--- src/logic/dual_issue_pkg.sv ---
package dual_issue_pkg;

  localparam int inst_width = 32;
  localparam int opcode_msb = 31;
  localparam int opcode_lsb = 26;
  localparam int opcode_width = opcode_msb - opcode_lsb + 1;

  typedef enum logic [opcode_width-1:0] {
    op_nop   = 6'b00_0000,
    op_add   = 6'b00_0001,
    op_sub   = 6'b00_0010,
    op_cmp   = 6'b00_0011,
    op_test  = 6'b00_0100,
    op_addi  = 6'b01_0001,
    op_subi  = 6'b01_0010,
    op_cmpi  = 6'b01_0011,
    op_testi = 6'b01_0100,
    op_lw    = 6'b10_0000,
    op_sw    = 6'b10_0001,
    op_la    = 6'b10_0010,
    op_sa    = 6'b10_0011,
    op_jmp   = 6'b11_0000,
    op_je    = 6'b11_0001,
    op_jo    = 6'b11_0010
  } op_code_e;

  typedef enum logic [1:0] {
    pipe_any    = 2'd0,
    pipe_branch = 2'd1, // pipe a only.
    pipe_memory = 2'd2  // pipe b only.
  } pipe_class_e;

  localparam logic [inst_width-1:0] nop_inst = '0;

  typedef struct packed {
    logic [inst_width-1:0] inst0; // older.
    logic [inst_width-1:0] inst1; // younger.
  } inst_pair_t;

  typedef struct packed {
    logic [inst_width-1:0] slot_a;
    logic [inst_width-1:0] slot_b;
    logic                  older_in_b;
  } issue_bundle_t;

  // Pipe class from the top two opcode bits, with compares and tests
  // in the register and immediate groups forced to the branch pipe.
  function automatic pipe_class_e classify_op(input logic [opcode_width-1:0] op);
    pipe_class_e cls;
    unique case (op[opcode_width-1 -: 2])
      2'b00, 2'b01: begin
        if (op == op_cmp || op == op_test || op == op_cmpi || op == op_testi) begin
          cls = pipe_branch;
        end else begin
          cls = pipe_any; // includes the all-zero nop.
        end
      end
      2'b10: cls = pipe_memory;
      default: cls = pipe_branch;
    endcase
    return cls;
  endfunction

  function automatic pipe_class_e classify_inst(input logic [inst_width-1:0] inst);
    return classify_op(inst[opcode_msb:opcode_lsb]);
  endfunction

endpackage

--- src/logic/fetch_pair_buffer.sv ---
`timescale 1ns/1ps

module fetch_pair_buffer
  import dual_issue_pkg::*;
#(
  parameter int pair_depth = 4
) (
  input  logic       clk,
  input  logic       arst_n,
  input  logic       push,
  input  inst_pair_t push_pair,
  input  logic       pop,
  output inst_pair_t head,
  output logic       empty,
  output logic       full
);

  localparam int ptr_width = $clog2(pair_depth);
  localparam int cnt_width = ptr_width + 1;

  inst_pair_t           mem [pair_depth];
  logic [ptr_width-1:0] wr_ptr;
  logic [ptr_width-1:0] rd_ptr;
  logic [cnt_width-1:0] count;
  logic                 do_push;
  logic                 do_pop;

  assign do_push = push && !full;
  assign do_pop  = pop && !empty;

  // pair storage.
  always_ff @(posedge clk) begin
    if (do_push) begin
      mem[wr_ptr] <= push_pair;
    end
  end

  // pointers wrap at the power-of-two depth.
  always_ff @(posedge clk or negedge arst_n) begin
    if (!arst_n) begin
      wr_ptr <= '0;
    end else if (do_push) begin
      wr_ptr <= wr_ptr + 1'b1;
    end
  end

  always_ff @(posedge clk or negedge arst_n) begin
    if (!arst_n) begin
      rd_ptr <= '0;
    end else if (do_pop) begin
      rd_ptr <= rd_ptr + 1'b1;
    end
  end

  always_ff @(posedge clk or negedge arst_n) begin
    if (!arst_n) begin
      count <= '0;
    end else begin
      unique case ({do_push, do_pop})
        2'b10: count <= count + 1'b1;
        2'b01: count <= count - 1'b1;
        default: count <= count; // none or both.
      endcase
    end
  end

  assign head  = mem[rd_ptr];
  assign empty = (count == '0);
  assign full  = (count == cnt_width'(pair_depth));

  initial begin
    assert (pair_depth >= 2 && (pair_depth & (pair_depth - 1)) == 0)
      else $error("pair_depth must be a power of two from 2 upward");
  end

  a_no_push_full: assert property (
    @(posedge clk) disable iff (!arst_n)
    push |-> !full
  ) else $error("push while buffer full");

  a_no_pop_empty: assert property (
    @(posedge clk) disable iff (!arst_n)
    pop |-> !empty
  ) else $error("pop while buffer empty");

endmodule

--- src/logic/issue_steer.sv ---
`timescale 1ns/1ps

module issue_steer
  import dual_issue_pkg::*;
(
  input  logic          clk,
  input  logic          arst_n,
  input  inst_pair_t    head,
  input  logic          empty,
  input  logic          hold,
  output logic          pop,
  output logic          issue_valid,
  output issue_bundle_t issue
);

  pipe_class_e   cls0;
  pipe_class_e   cls1;
  logic          accept;
  logic          split;
  logic          phase2;
  issue_bundle_t next_bundle;

  // both instructions take the same classification path.
  assign cls0 = classify_op(head.inst0[opcode_msb:opcode_lsb]);
  assign cls1 = classify_op(head.inst1[opcode_msb:opcode_lsb]);

  assign accept = !empty && !hold;
  assign split  = (cls0 == cls1) && (cls0 != pipe_any);

  // final issue of the head pops it.
  assign pop = accept && (!split || phase2);

  always_comb begin
    next_bundle.slot_a     = head.inst0;
    next_bundle.slot_b     = head.inst1;
    next_bundle.older_in_b = 1'b0;
    unique case ({cls0, cls1})
      {pipe_branch, pipe_branch}: begin
        next_bundle.slot_a = phase2 ? head.inst1 : head.inst0;
        next_bundle.slot_b = nop_inst;
      end
      {pipe_memory, pipe_memory}: begin
        next_bundle.slot_a     = nop_inst;
        next_bundle.slot_b     = phase2 ? head.inst1 : head.inst0;
        next_bundle.older_in_b = 1'b1;
      end
      {pipe_memory, pipe_branch},
      {pipe_memory, pipe_any},
      {pipe_any, pipe_branch}: begin
        next_bundle.slot_a     = head.inst1; // swapped.
        next_bundle.slot_b     = head.inst0;
        next_bundle.older_in_b = 1'b1;
      end
      default: begin
        next_bundle.slot_a     = head.inst0;
        next_bundle.slot_b     = head.inst1;
        next_bundle.older_in_b = 1'b0;
      end
    endcase
  end

  // second half of a split pair pending.
  always_ff @(posedge clk or negedge arst_n) begin
    if (!arst_n) begin
      phase2 <= 1'b0;
    end else if (accept) begin
      phase2 <= split && !phase2;
    end
  end

  always_ff @(posedge clk or negedge arst_n) begin
    if (!arst_n) begin
      issue_valid <= 1'b0;
    end else begin
      issue_valid <= accept;
    end
  end

  // bundle keeps its value while held.
  always_ff @(posedge clk or negedge arst_n) begin
    if (!arst_n) begin
      issue <= '0;
    end else if (accept) begin
      issue <= next_bundle;
    end
  end

  a_slot_a_no_memory: assert property (
    @(posedge clk) disable iff (!arst_n)
    issue_valid |-> classify_inst(issue.slot_a) != pipe_memory
  ) else $error("memory instruction issued in slot a");

  a_slot_b_no_branch: assert property (
    @(posedge clk) disable iff (!arst_n)
    issue_valid |-> classify_inst(issue.slot_b) != pipe_branch
  ) else $error("branch instruction issued in slot b");

  // the split pair must stay at the head until its second issue.
  a_phase2_head_kept: assert property (
    @(posedge clk) disable iff (!arst_n)
    phase2 |-> !empty && $stable(head)
  ) else $error("head lost during split issue");

endmodule

--- src/logic/dual_issue_front.sv ---
`timescale 1ns/1ps

module dual_issue_front
  import dual_issue_pkg::*;
#(
  parameter int pair_depth = 4
) (
  input  logic          clk,
  input  logic          arst_n,
  input  logic          push,
  input  inst_pair_t    push_pair,
  input  logic          hold,
  output logic          full,
  output logic          issue_valid,
  output issue_bundle_t issue
);

  inst_pair_t head;
  logic       empty;
  logic       pop;

  fetch_pair_buffer #(
    .pair_depth (pair_depth)
  ) u_buffer (
    .clk       (clk),
    .arst_n    (arst_n),
    .push      (push),
    .push_pair (push_pair),
    .pop       (pop),
    .head      (head),
    .empty     (empty),
    .full      (full)
  );

  issue_steer u_steer (
    .clk         (clk),
    .arst_n      (arst_n),
    .head        (head),
    .empty       (empty),
    .hold        (hold),
    .pop         (pop),
    .issue_valid (issue_valid),
    .issue       (issue)
  );

endmodule

--- config.mk ---
export PLATFORM = sky130hd
export DESIGN_NAME = dual_issue_front
export DESIGN_NICKNAME = d
export VERILOG_FILES = /design/src/logic/dual_issue_pkg.sv /design/src/logic/fetch_pair_buffer.sv /design/src/logic/issue_steer.sv /design/src/logic/dual_issue_front.sv
export SDC_FILE = /design/constraint.sdc
export NUM_CORES = 1
export LEC_CHECK = 0
export BUFFER_PORTS_ARGS = -buffer_cell sky130_fd_sc_hd__buf_2
export CAP_MARGIN = 30
export CORE_ASPECT_RATIO = 1.1
export CORE_MARGIN = 8
export CORE_UTILIZATION = 55
export CTS_CLUSTER_DIAMETER = 60
export DETAILED_ROUTE_END_ITERATION = 8
export GPL_TIMING_DRIVEN = 0
export PLACE_DENSITY = 0.71
export SKIP_LAST_GASP = 1
export SLEW_MARGIN = 20
export SYNTH_ARGS = -nofsm -noshare
export SYNTH_HDL_FRONTEND = slang
export SYNTH_SLANG_ARGS = --single-unit
--- constraint.sdc ---
create_clock -name clk -period 9.1 [get_ports clk]
set_input_delay 1.365 -clock clk [delete_from_list [all_inputs] [get_ports clk]]
set_output_delay 1.365 -clock clk [all_outputs]
set_load 0.02 [all_outputs]
==> flow_summary.json <==
{
  "outcome": "complete, no violations",
  "syn_nets": 952,
  "grtUsageMet2_pct": 34.32,
  "initial_utilization_pct": 55.50,
  "post_cts_buffers": 0,
  "cts_htree_levels": 2,
  "synth.area.mux_share_pct": 11.91,
  "synth_area_um2": 13940,
  "p_switching_mw": 2.697,
  "grt_pass1_vias": 8629,
  "vdd_drop_max_mv": 0.2170,
  "yosys_register_bits": 330,
  "wirelength_um": 32690,
  "yosysSeqAreaShare_pct": 68.45,
  "dp_hpwl_um": 22660,
  "synthAdderAreaFrac_pct": 0.6823,
  "start_kind": "flip-flop",
  "antenna_found_initial": 2,
  "syn-mean-instance-area_um2": 15.89,
  "hold_violations": 0,
  "p_comb_share_pct": 46.1,
  "slowest_stage": "buf_1",
  "synth_compound_area_share_pct": 10.17,
  "synth_top_family_by_area": "multiplexers",
  "crit_required_ps": 9540,
  "synthSimpleGateAreaFrac_pct": 5.818,
  "via_per_inst": 6.047,
  "drv_slew": 0,
  "grt_use_total_pct": 21.33,
  "root_buffer": "clkbuf_16",
  "dieArea_um2": 30690,
  "drt_iter0_markers": 910,
  "cpPeakStageDelay_ps": 580,
  "max_freq_ghz": 0.2201,
  "pre_cts_ws_ps": 4602,
  "setup_viol": 0,
  "p_leak_nw": 6.038,
  "internal-power_mw": 4.055,
  "drive_gt1_share_pct": 30.65,
  "worst_slack_ps": 4556,
  "swShare_pct": 39.95,
  "detail-route-antenna-nets": 0,
  "num_vias": 8436,
  "async_flop_share_pct": 22.42,
  "dr.pass1.iters": 6,
  "post-route-min-period_ps": 4544,
  "grt_pass1_wl_um": 50160,
  "worstPathMaxFanout": 10,
  "overflow": 0,
  "fin_skew_ps": 18.23,
  "drc": 0,
  "cp_cell_sequence": "buf_2 > buf_1 > mux4_2 > buf_6 > and2_1 > or2_2 > ha_1 > a2111oi_0 > o31ai_1 > and2_1 > ha_1 > inv_1 > fa_1 > xor2_1 > nor2_1 > xor2_1",
  "synth_area_leaders": "edfxtp_1 (55%), dfrtp_1 (13%), mux4_2 (10%)",
  "drv_cap": 0,
  "cts_made_buffers": 35,
  "synth_common_cells": "edfxtp_1 (256), nand2_1 (121), dfrtp_1 (74)",
  "fin_nets": 1128,
  "hp-class": "flip-flop to flip-flop",
  "area_delta_synth_final_pct": 16.85,
  "synth-main-ff-cell": "edfxtp_1",
  "grt_max_degree": 53,
  "grt_busiest_layer": "met2",
  "gp_congestion": 0.8841,
  "crit_arrival_ps": 4980,
  "clockBufferDepth": 3,
  "final_util_pct": 64.85,
  "clk_latency_ps": 520,
  "yosysTopAreaCellShare_pct": 55.16,
  "ys_types": 54,
  "grtUsageMet1_pct": 28.84,
  "synth_edf_count": 256,
  "yosysTopAreaCell": "edfxtp_1",
  "period_share_pct": 49.94,
  "synthCells": 877,
  "io-pin-count": 135,
  "path_clk_slew_ps": 60,
  "yosys_warnings": 0,
  "setup_tns_ps": 0,
  "yosysMostFrequentCell": "edfxtp_1",
  "cts_hold_buf": 0,
  "fp.dieH_um": 183.0,
  "power_density_nw_per_um2": 414.6,
  "cts_tree": "done",
  "worstMarginPinSlew_ps": 843.6,
  "use_met3_pct": 3.870,
  "path_class": "flip-flop to flip-flop",
  "synth_xor_area_share_pct": 0.3771,
  "io_buffers": 134,
  "die_w_um": 167.8,
  "cp-end-kind": "flip-flop",
  "cts.sinks": 330,
  "cts_resized": 0,
  "rows": 61,
  "placeableCoreArea_um2": 25110,
  "power.share.clock_pct": 20.8,
  "diodes": 0,
  "pwr-share-seq_pct": 33.1,
  "grt_setup_unrepaired": "no",
  "relSlewSlack_pct": 43.76,
  "wl_per_cell_um": 23.43
}
## sequential cells by signal, summed over array words and instances (netlist names)
register	flops
u_buffer.mem	256
u_steer.issue_valid	1
u_steer.phase2	1
u_buffer.rd_ptr	2
u_buffer.wr_ptr	2
u_buffer.count	3
u_steer.issue	65
## area by class of cell
type	count	area [um2]
clock inverter	26	254.0
inverter	8	30.03
multi-input combinational	478	4046
fill	1756	8826
buffer	61	330.3
timing repair buffer	139	803.3
clock buffer	38	887.1
tap	315	394.1
sequential	330	9539
## cells in the final DEF, fill, tap and decap left out, drive strengths merged, types with 4 or more instances in the layout
cell type / count
and2: 6
ha: 6
nand2: 121
clkinv: 16
clkbuf: 71
buf: 167
edfxtp: 256
a221oi: 23
bufinv: 4
o21ai: 124
a22oi: 19
nor3: 5
inv: 11
a21oi: 5
nor2: 29
mux4: 64
a211oi: 20
mux2i: 20
dfrtp: 74
## critical path, delay by kind of cell (launching register included)
family          cells  cell delay, ps
xor+xnor            2             300
fa+ha+maj           3             910
compound gates      2             520
mux                 1             460
flops               1             370
simple gates        4             830
buf+inv             4            1090
## metrics by stage
| step | instance area, um2 | instances | hold WS [ps] | power (mW) |
|---|---|---|---|---|
| after global placement | 15000 | 1326 | 464.7 | 5.301 |
| after global routing | 16280 | 1395 | 508.6 | 7.108 |
| final | 16280 | 1395 | 481.8 | 6.752 |
| after CTS | 16280 | 1395 | 485.2 | 6.767 |
| after detailed placement | 15140 | 1331 | 472.5 | 5.350 |
| after floorplan | 13940 | 877 | 457.0 | 4.424 |
## logic make-up after synthesis
logic type	Yosys count
muxes	85
buffers and inverters	69
DFF	330
adders and majority gates	7
AOI/OAI and AO/OA	199
and+or+nand+nor	181
xor gates and xnor gates	6
## final timing paths
check	slack [ps]	startpoint	cells past startpoint	endpoint
setup / recovery	4560	u_buffer.rd_ptr[1]	16	u_buffer.count[2]
hold / removal	480	u_steer.issue[11]	2	u_steer.issue[11]
setup reg to reg	4560	u_buffer.rd_ptr[1]	16	u_buffer.count[2]
hold reg to reg	480	u_steer.issue[11]	2	u_steer.issue[11]
max in group asynchronous	7740	arst_n	2	u_steer.issue[38]
min in group asynchronous	770	arst_n	1	u_steer.issue[13]
## power by group through the flow
| stage | Combinational [mW] | Sequential [mW] | Clock, mW |
|---|---|---|---|
| 3_3_place_gp | 3.03 | 2.28 | 0 |
| 3_5_place_dp | 3.09 | 2.26 | 0 |
| 6_report | 3.11 | 2.23 | 1.41 |
| 5_1_grt | 3.36 | 2.26 | 1.49 |
| 4_1_cts | 3.11 | 2.23 | 1.43 |
| 2_1_floorplan | 2.04 | 2.38 | 0 |
## per-layer routing
metal	wire, um	share of wire (%)
met3	2174	6.7
met1	13790	42
met4	931	2.8
met5	23	0.070
met2	15770	48
Power figures use the tool's default switching activity.
